## config.mk

```make
export PLATFORM = sky130hd
export DESIGN_NAME = twiddle_rotator
export DESIGN_NICKNAME = d
export VERILOG_FILES = /design/src/fft_types_pkg.sv /design/src/fft_sched_pkg.sv /design/src/twiddle_rotator.sv
export SDC_FILE = /design/constraint.sdc
export NUM_CORES = 2
export LEC_CHECK = 0
export BUFFER_PORTS_ARGS = -buffer_cell sky130_fd_sc_hd__buf_2
export CAP_MARGIN = 20
export CELL_PAD_IN_SITES_DETAIL_PLACEMENT = 1
export CELL_PAD_IN_SITES_GLOBAL_PLACEMENT = 1
export CORE_ASPECT_RATIO = 0.9
export CORE_MARGIN = 4
export CORE_UTILIZATION = 30
export CTS_CLUSTER_DIAMETER = 150
export DETAILED_ROUTE_END_ITERATION = 16
export GPL_TIMING_DRIVEN = 0
export PLACE_DENSITY = 0.52
export REMOVE_ABC_BUFFERS = 1
export SYNTH_ARGS = -nofsm -noshare
export SYNTH_HDL_FRONTEND = slang
export SYNTH_SLANG_ARGS = --single-unit
export TNS_END_PERCENT = 1
```

## constraint.sdc

```tcl
create_clock -name clk -period 11.3 [get_ports clk]
set_clock_uncertainty 0.15 [all_clocks]
set_input_delay 2.26 -clock clk [delete_from_list [all_inputs] [get_ports clk]]
set_output_delay 2.26 -clock clk [all_outputs]
set_load 0.01 [all_outputs]
```

## src/fft_types_pkg.sv

```systemverilog
`default_nettype none

package fft_types_pkg;

    // --------------------
    // Data widths
    // --------------------
    // Complex values travel as separate re/im parts of this type
    typedef logic signed [15:0] sample_t;    // One part, two's complement

    // Sample times twiddle part, also wide enough for butterfly sums
    typedef logic signed [31:0] prod_t;      // Full 16x16 product

    // --------------------
    // Positions
    // --------------------
    typedef logic [3:0] idx_t;               // 0..8 within a frame, 9 as a flag

endpackage

`default_nettype wire

```

## src/fft_sched_pkg.sv

```systemverilog
`default_nettype none

package fft_sched_pkg;

    import fft_types_pkg::*;

    // --------------------
    // Frame geometry
    // --------------------
    localparam int FFT_POINTS  = 9;    // Points per frame
    localparam int STAGE0_SPAN = 3;    // x[n], x[n+3], x[n+6]
    localparam int STAGE1_SPAN = 1;    // Neighbours within a group

    // --------------------
    // Fixed point
    // --------------------
    localparam int      TW_FRAC_BITS = 14;                              // 1.0 = 16384
    localparam prod_t   TW_ROUND     = prod_t'(1) <<< (TW_FRAC_BITS - 1);  // Half an LSB
    localparam sample_t SQRT3_HALF   = 16'sd14189;                      // sqrt(3)/2

    // Real part of W9^k, k = 0..8
    localparam sample_t TW_COS_TABLE [FFT_POINTS] = '{
        16'sd16384, 16'sd12551, 16'sd2845, -16'sd8192, -16'sd15396,
        -16'sd15396, -16'sd8192, 16'sd2845, 16'sd12551
    };

    // Imag part of W9^k, sine already negated
    localparam sample_t TW_SIN_TABLE [FFT_POINTS] = '{
        16'sd0, -16'sd10531, -16'sd16135, -16'sd14189, -16'sd5604,
        16'sd5604, 16'sd14189, 16'sd16135, 16'sd10531
    };

    // --------------------
    // Stage phases
    // --------------------
    typedef enum logic [1:0] {
        PH_IDLE,          // No sample this cycle
        PH_FILL_LONG,     // First third into the long line
        PH_FILL_SHORT,    // Second third into the short line
        PH_BFLY           // Last third, butterfly fires
    } stage_phase_t;

endpackage

`default_nettype wire

```

## src/twiddle_rotator.sv

```systemverilog
`default_nettype none

module twiddle_rotator
    import fft_types_pkg::*;
    import fft_sched_pkg::*;
(
    input  logic    clk,
    input  logic    rst,
    input  logic    in_en,        // Stage 0 output valid
    input  sample_t in_re,
    input  sample_t in_im,
    output logic    out_en,       // One cycle behind in_en
    output sample_t out_re,       // Rotated sample
    output sample_t out_im
);

    idx_t    col;       // Position within the group
    idx_t    grp;       // Group within the frame
    idx_t    tw_idx;    // Exponent k of W9^k
    sample_t tw_re;
    sample_t tw_im;
    prod_t   acc_re;
    prod_t   acc_im;

    // --------------------
    // Frame position
    // --------------------
    always_ff @(posedge clk or posedge rst) begin
        if (rst) begin
            col <= '0;
            grp <= '0;
        end else if (!in_en) begin
            col <= '0;                    // Frames start after a gap
            grp <= '0;
        end else if (col == idx_t'(STAGE0_SPAN - 1)) begin
            col <= '0;
            if (grp == idx_t'(FFT_POINTS / STAGE0_SPAN - 1)) begin
                grp <= '0;
            end else begin
                grp <= grp + idx_t'(1);
            end
        end else begin
            col <= col + idx_t'(1);
        end
    end

    assign tw_idx = grp * col;            // 0, 1, 2 or 4
    assign tw_re  = TW_COS_TABLE[tw_idx];
    assign tw_im  = TW_SIN_TABLE[tw_idx];

    // --------------------
    // Complex multiply
    // --------------------
    always_comb begin
        acc_re = prod_t'(in_re) * prod_t'(tw_re) - prod_t'(in_im) * prod_t'(tw_im);
        acc_im = prod_t'(in_re) * prod_t'(tw_im) + prod_t'(in_im) * prod_t'(tw_re);
        acc_re = (acc_re + TW_ROUND) >>> TW_FRAC_BITS;     // k = 0 passes exactly
        acc_im = (acc_im + TW_ROUND) >>> TW_FRAC_BITS;
    end

    always_ff @(posedge clk) begin
        out_re <= sample_t'(acc_re);
        out_im <= sample_t'(acc_im);
    end

    always_ff @(posedge clk or posedge rst) begin
        if (rst) begin
            out_en <= 1'b0;
        end else begin
            out_en <= in_en;
        end
    end

endmodule

`default_nettype wire

```

==> Word level (Yosys, flattened, before mapping) <==
Memory sizes are Yosys's and may differ from the RTL's.
Index checks and enable logic that the tools add are counted.
{ "word_totals": {"ff_bits": 41, "rom_bits": 512, "inputBits": 35, "output_inout_bits": 33, "wordCells": 32, "n_memories": 2} }
{ "op_classes": {"add_sub_neg": 6, "mul": 5, "magnitude_cmp": 1, "n_eq_ne": 3, "muxes": 9, "bitwise_logic": 1} }
{ "memory_table": {"columns": ["memory", "depth", "width", "read_ports", "rd_ports_with_merged_regs", "write_ports", "line_no", "text"], "rows": [
  ["(name not given)", 16, 16, 1, 0, 0, "twiddle_rotator.sv:49", "assign tw_im = TW_SIN_TABLE[tw_idx];"],
  ["(name not given)", 16, 16, 1, 0, 0, "twiddle_rotator.sv:48", "assign tw_re = TW_COS_TABLE[tw_idx];"]
]} }
{ "ops": {"columns": ["op", "n"], "rows": [
  ["$mul A16 B16 Y30", 4],
  ["$mux W16", 4],
  ["$add A30 B15 Y30 const B", 2],
  ["$add A30 B30 Y30", 1],
  ["$sub A30 B30 Y30", 1],
  ["$mux W4", 5],
  ["$add A4 B1 Y4 const B", 2],
  ["$eq A4 B2 Y1 const B", 2],
  ["$ge A5 B5 Y1 const B", 1],
  ["$not A4 Y5", 1],
  ["$mul A4 B4 Y4", 1],
  ["$ne A2 B1 Y1 const B", 1]
]} }

==> Longest topological paths before layout <==
{ "depth": {"word_depth": 8, "mapped_depth": 37, "ltp_nobuf": 35} }

==> Least setup slack after synthesis <==
OpenSTA, ideal clock, no wires.
{ "synth_path": {"path_kind": "input port to flip-flop", "startpoint": "input in_im[15]", "endpoint": "register out_im[15]", "setup_time_ns": 0.118, "arrival_time_ns": 9.141, "t_required_ns": 11.032, "setup_slack_ns": 1.891, "stages": 26, "path_buffers": 2, "path_cell_list": "clkbuf_1 clkbuf_1 nand2_1 inv_1 fa_1 inv_1 fa_1 fa_1 inv_1 fa_1 fa_1 fa_1 fa_1 inv_1 fa_1 inv_1 ha_1 a21o_1 a21o_1 a211o_1 a21o_1 a21oi_1 nor2_1 a211o_1 a21oi_2 xnor2_1"} }
{ "synth_between": {"elab_chain_len": 3} }
{ "synth_lines": {"columns": ["element", "line_no", "text"], "rows": [
  ["from (decl)", "twiddle_rotator.sv:11", "input sample_t in_im,"],
  ["$mul A16 B16 Y30", "twiddle_rotator.sv:56", "acc_im = prod_t'(in_re) * prod_t'(tw_im) + prod_t'(in_im) * prod_t'(tw_re);"],
  ["$add A30 B30 Y30", "twiddle_rotator.sv:56", null],
  ["$add A30 B15 Y30", "twiddle_rotator.sv:58", "acc_im = (acc_im + TW_ROUND) >>> TW_FRAC_BITS;"],
  ["net acc_im[15]", "twiddle_rotator.sv:23", "prod_t acc_im;"],
  ["to (signal assigned)", "twiddle_rotator.sv:63", "out_im <= sample_t'(acc_im);"],
  ["to (decl)", "twiddle_rotator.sv:14", "output sample_t out_im"]
]} }
The timed path passes the listed nets, and every way through them passes these cells.
A chain may end at the register's enable or synchronous reset.

==> Final worst setup path <==
{ "layout_path": {"startpoint": "register grp[0]", "endpoint": "register out_re[15]"} }
{ "layout_between": {"elab_chain_len": 8, "elab_cells_between_ends": 12, "cone_classes": "2 x add/sub; 3 x mul; 4 x mux; 1 x bitwise; 2 x memory"} }
{ "layout_lines": {"columns": ["element", "line_no", "text"], "rows": [
  ["from (decl)", "twiddle_rotator.sv:18", "idx_t grp;"],
  ["from (signal assigned)", "twiddle_rotator.sv:40", "grp <= grp + idx_t'(1);"],
  ["$mul A4 B4 Y4 (*)", "twiddle_rotator.sv:47", "assign tw_idx = grp * col;"],
  ["$not A4 Y5 (implied by the code) (*)", "twiddle_rotator.sv:48, twiddle_rotator.sv:49", null],
  ["$mem_v2 Z16 W16 (on tied branches)", null, null],
  ["$mux W16 (on tied branches) (2 in a row)", "twiddle_rotator.sv:48, twiddle_rotator.sv:49", null],
  ["$mul A16 B16 Y30", "twiddle_rotator.sv:55", "acc_re = prod_t'(in_re) * prod_t'(tw_re) - prod_t'(in_im) * prod_t'(tw_im);"],
  ["$sub A30 B30 Y30 (*)", "twiddle_rotator.sv:55", null],
  ["$add A30 B15 Y30 (*)", "twiddle_rotator.sv:57", "acc_re = (acc_re + TW_ROUND) >>> TW_FRAC_BITS;"],
  ["net acc_re[15]", "twiddle_rotator.sv:22", "prod_t acc_re;"],
  ["to (signal assigned)", "twiddle_rotator.sv:62", "out_re <= sample_t'(acc_re);"],
  ["to (decl)", "twiddle_rotator.sv:13", "output sample_t out_re,"]
]} }
Mark *: on every way through the listed nets, which the timed path passes. The rest lies on a longest branch. The select of a mux whose other input is x is not followed.

==> results.toml <==
[outcome]
outcome = "finished, final reports clean"

[critical_path]
crit_path_max_incr_delay_ps = 620
cp_common_cell = "fa_1"
cp-start-kind = "flip-flop"
crit_path_max_fanout = 17
critical_path_arrival_ps = 10860
crit_required_ps = 11370
cp_slowest_cell = "fa_1"
critical_path_class = "reg2reg"
end_kind = "flip-flop"

[pwr]
peakVddDrop_mv = 0.466
power.total_mw = 11.8
powerDensity_nw_per_um2 = 297
power_leakage_nw = 21.1

[sta]
tns_ps = 0
fmax_ghz = 0.0927
final_hold_viol_count = 0
maxSlewHeadroom_pct = 39.9
grt_setup_unrepaired = "no"
setup_viol = 0
maxSlewViolCount = 0
timing.final.crit_share_pct = 95.5
period_needed_ps = 10790
worst_slew_pin_slew_ps = 901
whs_ps = 434

[cts]
cts_tree = "done"
cts.htree.levels = 2
clock_latency_ps = 330
clk_pin_slew_ps = 70
cts_buffers = 5
cts-root-buf = "clkbuf_16"
clock_sink_count = 41
cts_hold_buf = 0
clk_path_buf_depth = 2

[drt]
routed_wl_um = 110000
wl_per_cell_um = 20.1
drt-vias-per-instance = 4.42
drc_errors = 0
dr.pass1.iters = 5
vias = 24100
ant_nets = 0
drt-initial-drc-count = 1179

[yosys]
yosysWarnings = 0
netlist_instances = 3903
synth_edf_count = 0
synthesis.area_sq_um = 37000
avgSynthCellArea_sq_um = 9.47
dominantRegCellSynth = "dfxtp_1"
synthArstFlopShare_pct = 22.0
yosysSeqAreaShare_pct = 2.34
synth_seq_cells = 41
ys_types = 50

[grt]
first_global_vias = 27700
grt_pass1_wl_um = 173000
grt_max_degree = 35
track_usage_pct = 18.0
antenna_found_initial = 4
grt-ovfl-total = 0

[cells_and_area]
nNetsFinal = 5278
final_cell_mix = "inv_1, fa_1, nand2_1"
synthToLayoutAreaGrowth_pct = 7.42
layout_commonest_cell = "inv_1"
drive_gt1_share_pct = 3.52

[flow_run]
max_cap_viol_count = 0

[die]
fp.coreArea_sq_um = 122000
fp-row-count = 121
die_h_um = 341
io-pin-count = 68
initial_core_util_pct = 30.4
dieArea_sq_um = 129000
die_w_um = 378

[placement]
gp_congestion = 0.817
post-dp-hpwl_um = 94000
port_buffers = 67

[worst_hold_path]
min_path_type = "reg2reg"
[cell usage after synthesis, types with 24 or more instances]
cell type | number | area (sq um)
nand2b_1 | 27 | 169
xnor2_1 | 84 | 736
xor2_1 | 29 | 254
nand2_1 | 381 | 1430
and2_1 | 312 | 1950
dfxtp_1 | 32 | 641
ha_1 | 368 | 4600
nor2_1 | 71 | 267
a21oi_1 | 35 | 175
o21ai_0 | 24 | 120
inv_1 | 1251 | 4700
fa_1 | 1009 | 20200
clkbuf_1 | 131 | 492
[worst max-delay path, delay by kind of cell, from the launching register on]
| family | cells | cell delay (ps) |
|---|---|---|
| adder cells (fa/ha/maj) | 12 | 4930 |
| AO/OA/AOI/OAI | 5 | 1500 |
| buffers and inverters | 8 | 1310 |
| XOR/XNOR | 4 | 1130 |
| AND/OR/NAND/NOR | 4 | 1100 |
| flip-flops | 1 | 490 |
[layer usage]
layer | global-route usage, % | wire length [um]
met5 | 0 | 34
met1 | 27.1 | 54400
met4 | 2.29 | 1150
met3 | 2.16 | 4290
met2 | 28.5 | 50100
[state kept, by name, indices dropped and copies added (netlist names)]
name	flops
col	4
out_im	16
grp	4
out_re	16
out_en	1
[area by class of cell]
cell class / instances / area [sq um]
Antenna cell: 1 / 2.50
Sequential cell: 41 / 866
Clock inverter: 3 / 68.8
Inverter: 1252 / 4710
Clock buffer: 5 / 125
Fill cell: 14100 / 82000
Tap cell: 1599 / 2000
Multi-Input combinational cell: 2472 / 31100
Timing Repair Buffer: 94 / 858
[logic make-up after synthesis]
family          share of synthesized area (%)
simple gates                             11.4
mux                                     0.102
buf+inv                                  14.1
compound gates                           2.14
flops                                    2.34
fa+ha+maj                                67.1
xor+xnor                                 2.77
[final timing paths]
check	start	to	slack, ps	cells after the start
max	grp[0]$_DFFE_PP0P_	out_re[15]$_DFF_P_	510	33
max in group asynchronous	rst	col[0]$_DFF_PP0_	8970	2
max reg2reg	grp[0]$_DFFE_PP0P_	out_re[15]$_DFF_P_	510	33
min	grp[3]$_DFFE_PP0P_	grp[3]$_DFFE_PP0P_	430	2
min reg2reg	grp[3]$_DFFE_PP0P_	grp[3]$_DFFE_PP0P_	430	2
min in group asynchronous	rst	out_en$_DFF_PP0_	1740	2
[through the flow]
stage | cells | utilization (%) | setup WS, ps | cell area [sq um]
detailed placement | 5451 | 32.4 | -269 | 39400
finish | 5467 | 32.6 | 507 | 39700
global placement | 5431 | 31.9 | -3480 | 38800
CTS | 5459 | 32.6 | 83.6 | 39600
floorplan | 3765 | - | 939 | 36400
global route | 5467 | 32.6 | 13.9 | 39700
[timing repair]
action | 4_1_cts | 5_1_grt
pin swaps | 0 | 1
resized for setup | 5 | 5
endpoints found under the setup margin | 13 | 15
setup buffers | 0 | 7
[where the power goes]
group | internal, mW | switching, mW | total (mW) | leakage, nW
Combinational | 4.78 | 6.42 | 11.2 | 20.6
Sequential | 0.372 | 0.0172 | 0.389 | 0.391
Clock | 0.128 | 0.0920 | 0.220 | 0.0944
Note: power is estimated with default switching activity, not from simulation.
