$ cat src/fft_types_pkg.sv
`default_nettype none

package fft_types_pkg;

    // --------------------
    // Data widths
    // --------------------
    // Complex values travel as separate re/im parts of this type
    typedef logic signed [15:0] sample_t;    // One part, two's complement

    // Sample times twiddle part, also wide enough for butterfly sums
    typedef logic signed [31:0] prod_t;      // Full 16x16 product

    // --------------------
    // Positions
    // --------------------
    typedef logic [3:0] idx_t;               // 0..8 within a frame, 9 as a flag

endpackage

`default_nettype wire

$ cat src/fft_sched_pkg.sv
`default_nettype none

package fft_sched_pkg;

    import fft_types_pkg::*;

    // --------------------
    // Frame geometry
    // --------------------
    localparam int FFT_POINTS  = 9;    // Points per frame
    localparam int STAGE0_SPAN = 3;    // x[n], x[n+3], x[n+6]
    localparam int STAGE1_SPAN = 1;    // Neighbours within a group

    // --------------------
    // Fixed point
    // --------------------
    localparam int      TW_FRAC_BITS = 14;                              // 1.0 = 16384
    localparam prod_t   TW_ROUND     = prod_t'(1) <<< (TW_FRAC_BITS - 1);  // Half an LSB
    localparam sample_t SQRT3_HALF   = 16'sd14189;                      // sqrt(3)/2

    // Real part of W9^k, k = 0..8
    localparam sample_t TW_COS_TABLE [FFT_POINTS] = '{
        16'sd16384, 16'sd12551, 16'sd2845, -16'sd8192, -16'sd15396,
        -16'sd15396, -16'sd8192, 16'sd2845, 16'sd12551
    };

    // Imag part of W9^k, sine already negated
    localparam sample_t TW_SIN_TABLE [FFT_POINTS] = '{
        16'sd0, -16'sd10531, -16'sd16135, -16'sd14189, -16'sd5604,
        16'sd5604, 16'sd14189, 16'sd16135, 16'sd10531
    };

    // --------------------
    // Stage phases
    // --------------------
    typedef enum logic [1:0] {
        PH_IDLE,          // No sample this cycle
        PH_FILL_LONG,     // First third into the long line
        PH_FILL_SHORT,    // Second third into the short line
        PH_BFLY           // Last third, butterfly fires
    } stage_phase_t;

endpackage

`default_nettype wire

$ cat src/butterfly3.sv
`default_nettype none

module butterfly3
    import fft_types_pkg::*;
    import fft_sched_pkg::*;
(
    input  sample_t x0_re,    // Oldest sample of the triple
    input  sample_t x0_im,
    input  sample_t x1_re,    // Middle sample
    input  sample_t x1_im,
    input  sample_t x2_re,    // Newest sample
    input  sample_t x2_im,
    output sample_t y0_re,    // Bin 0, plain sum
    output sample_t y0_im,
    output sample_t y1_re,    // Bin 1, W3 = -1/2 - j*sqrt(3)/2
    output sample_t y1_im,
    output sample_t y2_re,    // Bin 2, conjugate rotation
    output sample_t y2_im
);

    prod_t sum_re;    // x1 + x2
    prod_t sum_im;
    prod_t dif_re;    // x1 - x2
    prod_t dif_im;
    prod_t mid_re;    // x0 - (x1 + x2)/2
    prod_t mid_im;
    prod_t hd_re;     // sqrt(3)/2 * (x1 - x2), rounded
    prod_t hd_im;

    always_comb begin
        sum_re = prod_t'(x1_re) + prod_t'(x2_re);
        sum_im = prod_t'(x1_im) + prod_t'(x2_im);
        dif_re = prod_t'(x1_re) - prod_t'(x2_re);    // Zero when x1 == x2
        dif_im = prod_t'(x1_im) - prod_t'(x2_im);
        mid_re = prod_t'(x0_re) - ((sum_re + prod_t'(1)) >>> 1);    // Exact for even sums
        mid_im = prod_t'(x0_im) - ((sum_im + prod_t'(1)) >>> 1);
        hd_re  = (dif_re * prod_t'(SQRT3_HALF) + TW_ROUND) >>> TW_FRAC_BITS;
        hd_im  = (dif_im * prod_t'(SQRT3_HALF) + TW_ROUND) >>> TW_FRAC_BITS;
    end

    // -j * hd moves the imag part into re, and the other way round
    assign y0_re = sample_t'(prod_t'(x0_re) + sum_re);    // No scaling
    assign y0_im = sample_t'(prod_t'(x0_im) + sum_im);
    assign y1_re = sample_t'(mid_re + hd_im);
    assign y1_im = sample_t'(mid_im - hd_re);
    assign y2_re = sample_t'(mid_re - hd_im);
    assign y2_im = sample_t'(mid_im + hd_re);

endmodule

`default_nettype wire

$ cat src/stage_sequencer.sv
`default_nettype none

module stage_sequencer
    import fft_types_pkg::*;
    import fft_sched_pkg::*;
#(
    parameter int SPAN = 3               // Spacing of butterfly inputs
) (
    input  logic         clk,
    input  logic         rst,
    input  logic         in_en,          // Sample accepted this cycle
    output stage_phase_t phase,          // Role of the current sample
    output idx_t         drain_sel,      // Cycles since the last butterfly
    output logic         out_start,      // First butterfly cycle of a group
    output logic         out_end         // Last cycle of the output window
);

    idx_t in_cnt;     // Samples already taken in this group
    idx_t out_pos;    // 1..9 while the window is open, 0 when closed

    // --------------------
    // Input side
    // --------------------
    always_ff @(posedge clk or posedge rst) begin
        if (rst) begin
            in_cnt <= '0;
        end else if (!in_en) begin
            in_cnt <= '0;                              // Realign on the idle gap
        end else if (in_cnt == idx_t'(3 * SPAN - 1)) begin
            in_cnt <= '0;                              // Group complete
        end else begin
            in_cnt <= in_cnt + idx_t'(1);
        end
    end

    always_comb begin
        if (!in_en) begin
            phase = PH_IDLE;
        end else if (in_cnt < idx_t'(SPAN)) begin
            phase = PH_FILL_LONG;
        end else if (in_cnt < idx_t'(2 * SPAN)) begin
            phase = PH_FILL_SHORT;
        end else begin
            phase = PH_BFLY;
        end
    end

    assign out_start = (phase == PH_BFLY) && (in_cnt == idx_t'(2 * SPAN));

    // --------------------
    // Output side
    // --------------------
    always_ff @(posedge clk or posedge rst) begin
        if (rst) begin
            drain_sel <= idx_t'(2 * SPAN);             // Nothing left to drain
        end else if (phase == PH_BFLY) begin
            drain_sel <= '0;
        end else if (drain_sel != idx_t'(2 * SPAN)) begin
            drain_sel <= drain_sel + idx_t'(1);        // Short line first, then long
        end
    end

    always_ff @(posedge clk or posedge rst) begin
        if (rst) begin
            out_pos <= '0;
        end else if (out_start && (out_pos == '0 || out_end)) begin
            out_pos <= idx_t'(1);                      // New frame opens the window
        end else if (out_end) begin
            out_pos <= '0;
        end else if (out_pos != '0) begin
            out_pos <= out_pos + idx_t'(1);            // Later groups keep counting
        end
    end

    assign out_end = (out_pos == idx_t'(FFT_POINTS));

    // Input stream stops only on a group boundary
    a_group_whole : assert property (@(posedge clk) disable iff (rst)
        $fell(in_en) |-> in_cnt == '0);

endmodule

`default_nettype wire

$ cat src/sdf_stage.sv
`default_nettype none

module sdf_stage
    import fft_types_pkg::*;
    import fft_sched_pkg::*;
#(
    parameter int SPAN = 3          // 3 for stage 0, 1 for stage 1
) (
    input  logic    clk,
    input  logic    rst,
    input  logic    in_en,          // Input sample valid
    input  sample_t in_re,
    input  sample_t in_im,
    output logic    out_en,         // Output sample valid
    output sample_t out_re,         // Registered stage output
    output sample_t out_im
);

    stage_phase_t phase;
    idx_t         drain_sel;
    logic         out_start;
    logic         out_end;

    sample_t long_re  [2 * SPAN];    // First third, later y2
    sample_t long_im  [2 * SPAN];
    sample_t short_re [SPAN];        // Second third, later y1
    sample_t short_im [SPAN];
    sample_t long_in_re;
    sample_t long_in_im;
    sample_t short_in_re;
    sample_t short_in_im;
    sample_t y0_re;
    sample_t y0_im;
    sample_t y1_re;
    sample_t y1_im;
    sample_t y2_re;
    sample_t y2_im;
    sample_t sp_re;                  // Single-path output before the register
    sample_t sp_im;

    stage_sequencer #(
        .SPAN      (SPAN)
    ) i_seq (
        .clk       (clk),
        .rst       (rst),
        .in_en     (in_en),
        .phase     (phase),
        .drain_sel (drain_sel),
        .out_start (out_start),
        .out_end   (out_end)
    );

    butterfly3 i_bfly (
        .x0_re (long_re[2 * SPAN - 1]),     // Taken 2*SPAN cycles ago
        .x0_im (long_im[2 * SPAN - 1]),
        .x1_re (short_re[SPAN - 1]),        // Taken SPAN cycles ago
        .x1_im (short_im[SPAN - 1]),
        .x2_re (in_re),                     // Arriving now
        .x2_im (in_im),
        .y0_re (y0_re),
        .y0_im (y0_im),
        .y1_re (y1_re),
        .y1_im (y1_im),
        .y2_re (y2_re),
        .y2_im (y2_im)
    );

    // --------------------
    // Feedback muxes
    // --------------------
    always_comb begin
        long_in_re  = '0;
        long_in_im  = '0;
        short_in_re = '0;
        short_in_im = '0;
        case (phase)
            PH_FILL_LONG: begin
                long_in_re  = in_re;
                long_in_im  = in_im;
            end
            PH_FILL_SHORT: begin
                short_in_re = in_re;
                short_in_im = in_im;
            end
            PH_BFLY: begin
                long_in_re  = y2_re;        // y2 leaves last
                long_in_im  = y2_im;
                short_in_re = y1_re;
                short_in_im = y1_im;
            end
            default: ;
        endcase
    end

    always_comb begin
        if (phase == PH_BFLY) begin
            sp_re = y0_re;                  // y0 goes straight out
            sp_im = y0_im;
        end else if (drain_sel < idx_t'(SPAN)) begin
            sp_re = short_re[SPAN - 1];
            sp_im = short_im[SPAN - 1];
        end else begin
            sp_re = long_re[2 * SPAN - 1];
            sp_im = long_im[2 * SPAN - 1];
        end
    end

    // --------------------
    // Delay lines and output
    // --------------------
    always_ff @(posedge clk) begin
        long_re[0]  <= long_in_re;          // Shift every cycle
        long_im[0]  <= long_in_im;
        short_re[0] <= short_in_re;
        short_im[0] <= short_in_im;
        for (int i = 1; i < 2 * SPAN; i++) begin
            long_re[i] <= long_re[i - 1];
            long_im[i] <= long_im[i - 1];
        end
        for (int i = 1; i < SPAN; i++) begin
            short_re[i] <= short_re[i - 1];
            short_im[i] <= short_im[i - 1];
        end
        out_re <= sp_re;
        out_im <= sp_im;
    end

    always_ff @(posedge clk or posedge rst) begin
        if (rst) begin
            out_en <= 1'b0;
        end else if (out_start) begin
            out_en <= 1'b1;
        end else if (out_end) begin
            out_en <= 1'b0;                 // Nine samples sent
        end
    end

    // Each output window lasts exactly nine cycles
    a_out_window : assert property (@(posedge clk) disable iff (rst)
        $fell(out_en) |-> $past(out_en, FFT_POINTS) && !$past(out_en, FFT_POINTS + 1));

endmodule

`default_nettype wire

$ cat config.mk
export PLATFORM = sky130hd
export DESIGN_NAME = sdf_stage
export DESIGN_NICKNAME = d
export VERILOG_FILES = /design/src/fft_types_pkg.sv /design/src/fft_sched_pkg.sv /design/src/butterfly3.sv /design/src/stage_sequencer.sv /design/src/sdf_stage.sv
export SDC_FILE = /design/constraint.sdc
export NUM_CORES = 1
export LEC_CHECK = 0
export ABC_AREA = 1
export BUFFER_PORTS_ARGS = -buffer_cell sky130_fd_sc_hd__buf_2
export CORE_MARGIN = 2
export CORE_UTILIZATION = 40
export DETAILED_ROUTE_END_ITERATION = 12
export HOLD_SLACK_MARGIN = 0.06
export PLACE_DENSITY = 0.62
export SLEW_MARGIN = 20
export SYNTH_ARGS = -nofsm -noshare
export SYNTH_HDL_FRONTEND = slang
export SYNTH_SLANG_ARGS = --single-unit
$ cat constraint.sdc
create_clock -name clk -period 9.49 [get_ports clk]
set_input_delay 0.949 -clock clk [delete_from_list [all_inputs] [get_ports clk]]
set_output_delay 0.949 -clock clk [all_outputs]
set_load 0.01 [all_outputs]
Word-level counts from Yosys, hierarchy flattened
Memory sizes are Yosys's and may differ from the RTL's.
Index checks and enable logic that the tools add are counted.
- memories: 4
- input bits: 35
- output and inout bits: 33
- bits in writable memories: 288
- word-level logic and storage cells: 69
- bits in registers: 45
- memory list (memory ; depth ; width ; rd ports ; clocked after Yosys merged registers in ; wr ports ; RTL line ; RTL):
    long_im ; 6 ; 16 ; 6 ; 0 ; 6 ; sdf_stage.sv:25 ; sample_t long_im [2 * SPAN];
    long_re ; 6 ; 16 ; 6 ; 0 ; 6 ; sdf_stage.sv:24 ; sample_t long_re [2 * SPAN];
    short_im ; 3 ; 16 ; 3 ; 0 ; 3 ; sdf_stage.sv:27 ; sample_t short_im [SPAN];
    short_re ; 3 ; 16 ; 3 ; 0 ; 3 ; sdf_stage.sv:26 ; sample_t short_re [SPAN];
- $lt $le $gt $ge: 3
- muxes and demuxes: 20
- reduce and logical (&&, ||, !) cells: 8
- add/sub/neg operators: 19
- equality and inequality tests: 7
- $mul: 2
- operators by type and width (kind ; number):
    $pmux 16 s2 ; 4
    $add 16x16->16 ; 4
    $mux 16 ; 4
    $sub 16x16->16 ; 4
    $add 30x15->30 const B ; 2
    $mul 17x15->30 const B ; 2
    $add 16x16->17 ; 2
    $add 17x2->17 const B ; 2
    $sub 16x16->17 ; 2
    $mux 4 ; 7
    $add 4x1->4 const B ; 3
    $eq 4x4->1 const B ; 2
    $lt 4x2->1 const B ; 2
    $eq 2x2->1 const B ; 2
    $eq 4x3->1 const B ; 1
    $logic_not 4->1 ; 1
    $lt 4x3->1 const B ; 1
    $mux 2 ; 2
    $ne 4x3->1 const B ; 1
    $reduce_bool 2->1 ; 2
    $reduce_bool 4->1 ; 1
    $mux 1 ; 3
    $reduce_bool 3->1 ; 1
    $eq 2x1->1 const B ; 1
    other kinds (2) ; 3

Depth between registers and ports, before layout
- word-level depth: 8
- mapped depth: 52
- mapped depth without buffers: 51

Modules after synthesis
Synthesis repeated with hierarchy kept, for this count alone.
- cell total of the unflattened synthesis: 3694
- area, all modules: 30266.5 um^2
- by module, submodules not included (module ; sequential area each (um^2) ; times used ; area an instance (um^2) ; cells each):
    butterfly3 ; 0.0 ; 1 ; 21227.9 ; 2857
    sdf_stage ; 6431.2 ; 1 ; 8277.9 ; 744
    stage_sequencer ; 302.8 ; 1 ; 760.7 ; 93

Worst setup path before layout
OpenSTA, ideal clock, no wires.
- path type: in2reg
- start: input port in_re[0]
- end: memory short_im[0][13] (netlist bit)
- slack: 0.789 ns
- library setup time: 0.136 ns
- buffers on the path: 1
- data required time: 9.354 ns
- data arrival time: 8.565 ns
- stages: 41
- cell sequence: ha_1 -> fa_1 -> o21ai_2 -> a21oi_1 -> o21ai_2 -> nand2_1 -> nand2_1 -> nand2_1 -> nand2_2 -> nand4_1 -> nand2_1 -> xor2_1 -> inv_1 -> ha_1 -> inv_1 -> fa_1 -> inv_1 -> fa_1 -> [... 5 more ...] -> ha_1 -> a21oi_1 -> o221ai_1 -> a21oi_1 -> o21ai_0 -> xor2_1 -> ha_1 -> clkbuf_1 -> inv_1 -> a21oi_1 -> nor2_1 -> a211oi_1 -> nand3_1 -> nand2_1 -> a31oi_1 -> a21oi_1 -> xor2_1 -> o22ai_1
- RTL lines (what ; RTL line ; RTL):
    from (decl) ; sdf_stage.sv:12 ; input sample_t in_re,
    to (decl) ; sdf_stage.sv:27 ;

==> results by group <==
Timing
  • Fin Setup TNS: 0 ns
  • Max Fclk: approximately 0.11 GHz
  • Worst-Margin Slew: 1.02 ns
  • Slew Limit Fails: 0
  • Minimum clock period: 8.95 ns
  • Hold Vio Cnt, Final: 0
  • RSZ-0062 raised after global routing: false
  • Final period utilization: 0.944
  • Rel. slew slack: 0.320
  • Setup Viol. Count Final: 0
  • Worst Skew: about 0.046 ns

Worst setup path
  • Crit path DAT: 9.40 ns
  • Crit path largest cell delay: 0.55 ns
  • Critical path's most frequent cell: nand2_1
  • R2r worst-path depth: 47
  • Startpoint Class: primary input
  • WP data required: 9.94 ns
  • Critical path fanouts, max: 5
  • Critical path's slowest cell: fa_1
  • Crit path capture type: flip-flop
  • WS Path Type: primary input to flip-flop

Clocking
  • CTS max path bufs: 3
  • Root buf cell: clkbuf_16
  • Clock sinks: between 300 and 400
  • Clock Pin Slew Worst Setup and Hold Paths: 0.06 ns
  • CTS tree: yes
  • Clock latency on the worst-skew pair: 0.59 ns
  • H-tree depth: 2
  • Setup Fix Bufs, Post-CTS: 0
  • Hold-fix buffers, CTS: 0
  • Post-CTS Resized: 0
  • CTS buffer count: 38

Yosys
  • Mapped Nets: 4214
  • Yosys top cell area share: 0.217
  • Mapped Cells: 3485
  • Post-synthesis share of cell area spent on and, or, nand and nor gates: 0.139
  • Cell variety after synth: 63
  • Synth Register Bits: 333
  • Yosys Warn Count: 0
  • Syn_area_per_cell: about 8.5 um^2
  • Part of the Yosys area used for sequential elements: 0.228
  • Multiplexer area fraction after synthesis: 0.00726
  • Largest family of logic cells by synthesized area: adder cells
  • Main area contributors after synthesis: dfxtp_1 (22%), ha_1 (19%), fa_1 (18%)
  • Synth Area in XOR/XNOR: 0.0596
  • Area leader, netlist: dfxtp_1
  • Synth Area in Compound Gates: 0.101
  • Post-Synth Adder-Cell Area: 0.360
  • Mapped Area: 29500 um^2

Layout
  • Final nets: 4416
  • Post-route cell area: 33300 um^2
  • Commonest cells after routing, fill and taps aside: inv_1 (727), nand2_1 (485), ha_1 (435)
  • N_diodes: 0
  • Finished Core Util: 0.457
  • Most common cell after layout, fill and taps aside: inv_1
  • Layout Area Growth over Synthesis: 13.0%
  • Share of cells above drive strength 1: 0.113
  • Finished Layout Cells: 4674

Floorplanning
  • Die area: 75900 um^2
  • DIE WIDTH: 275 um
  • Starting Density: 0.404
  • IO Pins: 68
  • Core ar.: 73000 um^2
  • Row count: 99
  • Die H: 275 um

Drt
  • DR WL met2: approximately 37000 um
  • Max layer used: met4
  • Post-route ant nets: 0
  • DRC viols: 0
  • Met3 WL: ~2600 um
  • Metal-1 WL: 35300 um
  • Via density: between 4 and 5
  • Iter 0 DRT Violations: 1293
  • Routed WL: 76500 um
  • Drt wl/cell: 16.4 um
  • Vias: 22800
  • TritonRoute pass-1 iters: 5

Global route
  • GRT Overall Usage: 0.206
  • Vias in the first global route: around 23000
  • Initial antenna violation count: 0
  • Largest net degree at the start of global routing: 57
  • GR Overflow Total: 0
  • Global-route wire length before repair: 123000 um

Flow run
  • # Max-Cap Violations: 0

Place
  • Port Buffers: 67
  • HPWL reported at the end of detailed placement: 64700 um
  • Routability cong.: 0.942
  • Placed cells: 4606
  • Placed Area: ~32000 um^2

Hold path
  • Hold Path Stages: 0
  • Min-delay worst type: flip-flop to flip-flop

Outcome
  • Run status: finished, final reports clean
==> metrics by stage <==
stage          hold WS [ns]  worst slack (ns)
6_report              0.299             0.535
5_1_grt               0.310            0.0168
4_1_cts               0.302             0.397
3_5_place_dp          0.312            -0.169
3_3_place_gp          0.310           -0.0532
2_1_floorplan         0.310             0.789
==> flip-flops by register name, summed over array words and instances (netlist names) <==
register         flops
out_im              16
i_seq.in_cnt         4
out_en               1
short_re            48
long_re             96
long_im             96
i_seq.out_pos        4
out_re              16
i_seq.drain_sel      4
short_im            48
==> worst max-delay path: cells and delay by family <==
kind                     cells  cell delay, ns
adder cells (fa/ha/maj)     10            4.13
AND/OR/NAND/NOR             18            1.59
buffers and inverters        9            0.87
XOR/XNOR                     2            0.42
AO/OA/AOI/OAI                8            1.44
==> area by class of cell <==
class | count | area, um^2
Timing Repair Buffer | 214 | 1440
Clock buffer | 45 | 1030
Clock inverter | 23 | 347
Sequential cell | 333 | 6730
Multi-Input combinational cell | 2345 | 19700
Tap cell | 959 | 1200
Fill cell | 7125 | 39700
Inverter | 755 | 2840
==> path summary, 6_finish.rpt <==
path / endpoint / slack (ns) / from
setup reg to reg: short_im[0][15] / 0.63 / short_re[0][32]
max in group asynchronous: i_seq.drain_sel[2] / 8.70 / rst
min in group asynchronous: i_seq.out_pos[1] / 0.41 / rst
hold reg to reg: long_im[4][11] / 0.30 / long_im[3][11]
hold / removal: long_im[4][11] / 0.30 / long_im[3][11]
setup / recovery: short_im[0][15] / 0.54 / in_re[0]
==> per-layer routing <==
layer,track usage,vias to the layer above
li1,-,11400
met1,0.273,10800
met2,0.364,402
met3,0.0190,91
met4,0.0475,0
met5,0,-
==> kinds of logic (layout without fill, tap and decap cells) <==
kind of cell	after synthesis	after routing
compound gates	502	502
xor+xnor	195	195
fa+ha+maj	694	694
buf+inv	807	1037
flops	333	333
mux	19	19
simple gates	935	935
==> Yosys cell counts, drive strengths merged <==
| cell | n |
|---|---|
| a221oi | 3 |
| o22ai | 40 |
| a32o | 1 |
| and2 | 6 |
| o31ai | 5 |
| xor2 | 136 |
| nand3b | 7 |
| a21boi | 3 |
| a21oi | 208 |
| or2 | 7 |
| o211ai | 4 |
| mux2 | 19 |
| fa | 258 |
| nor3 | 38 |
| xnor2 | 59 |
| dfxtp | 320 |
| nor3b | 1 |
| buf | 20 |
| clkinv | 4 |
| a31o | 7 |
| nand3 | 148 |
| a21o | 27 |
| nand4 | 21 |
| ha | 436 |
| o221ai | 3 |
| clkbuf | 32 |
| o21a | 3 |
| nand2 | 511 |
| o311ai | 2 |
| inv | 751 |
| a31oi | 23 |
| o2111ai | 6 |
| o21bai | 25 |
| dfrtp | 11 |
| a211oi | 6 |
| dfstp | 2 |
| o32ai | 5 |
| o211a | 1 |
| o21ai | 129 |
| o31a | 1 |
| nor2 | 189 |
| nor4 | 7 |
Power is not shown: default switching activity piles up to over one toggle a cycle in this logic, so the estimate is an artifact.
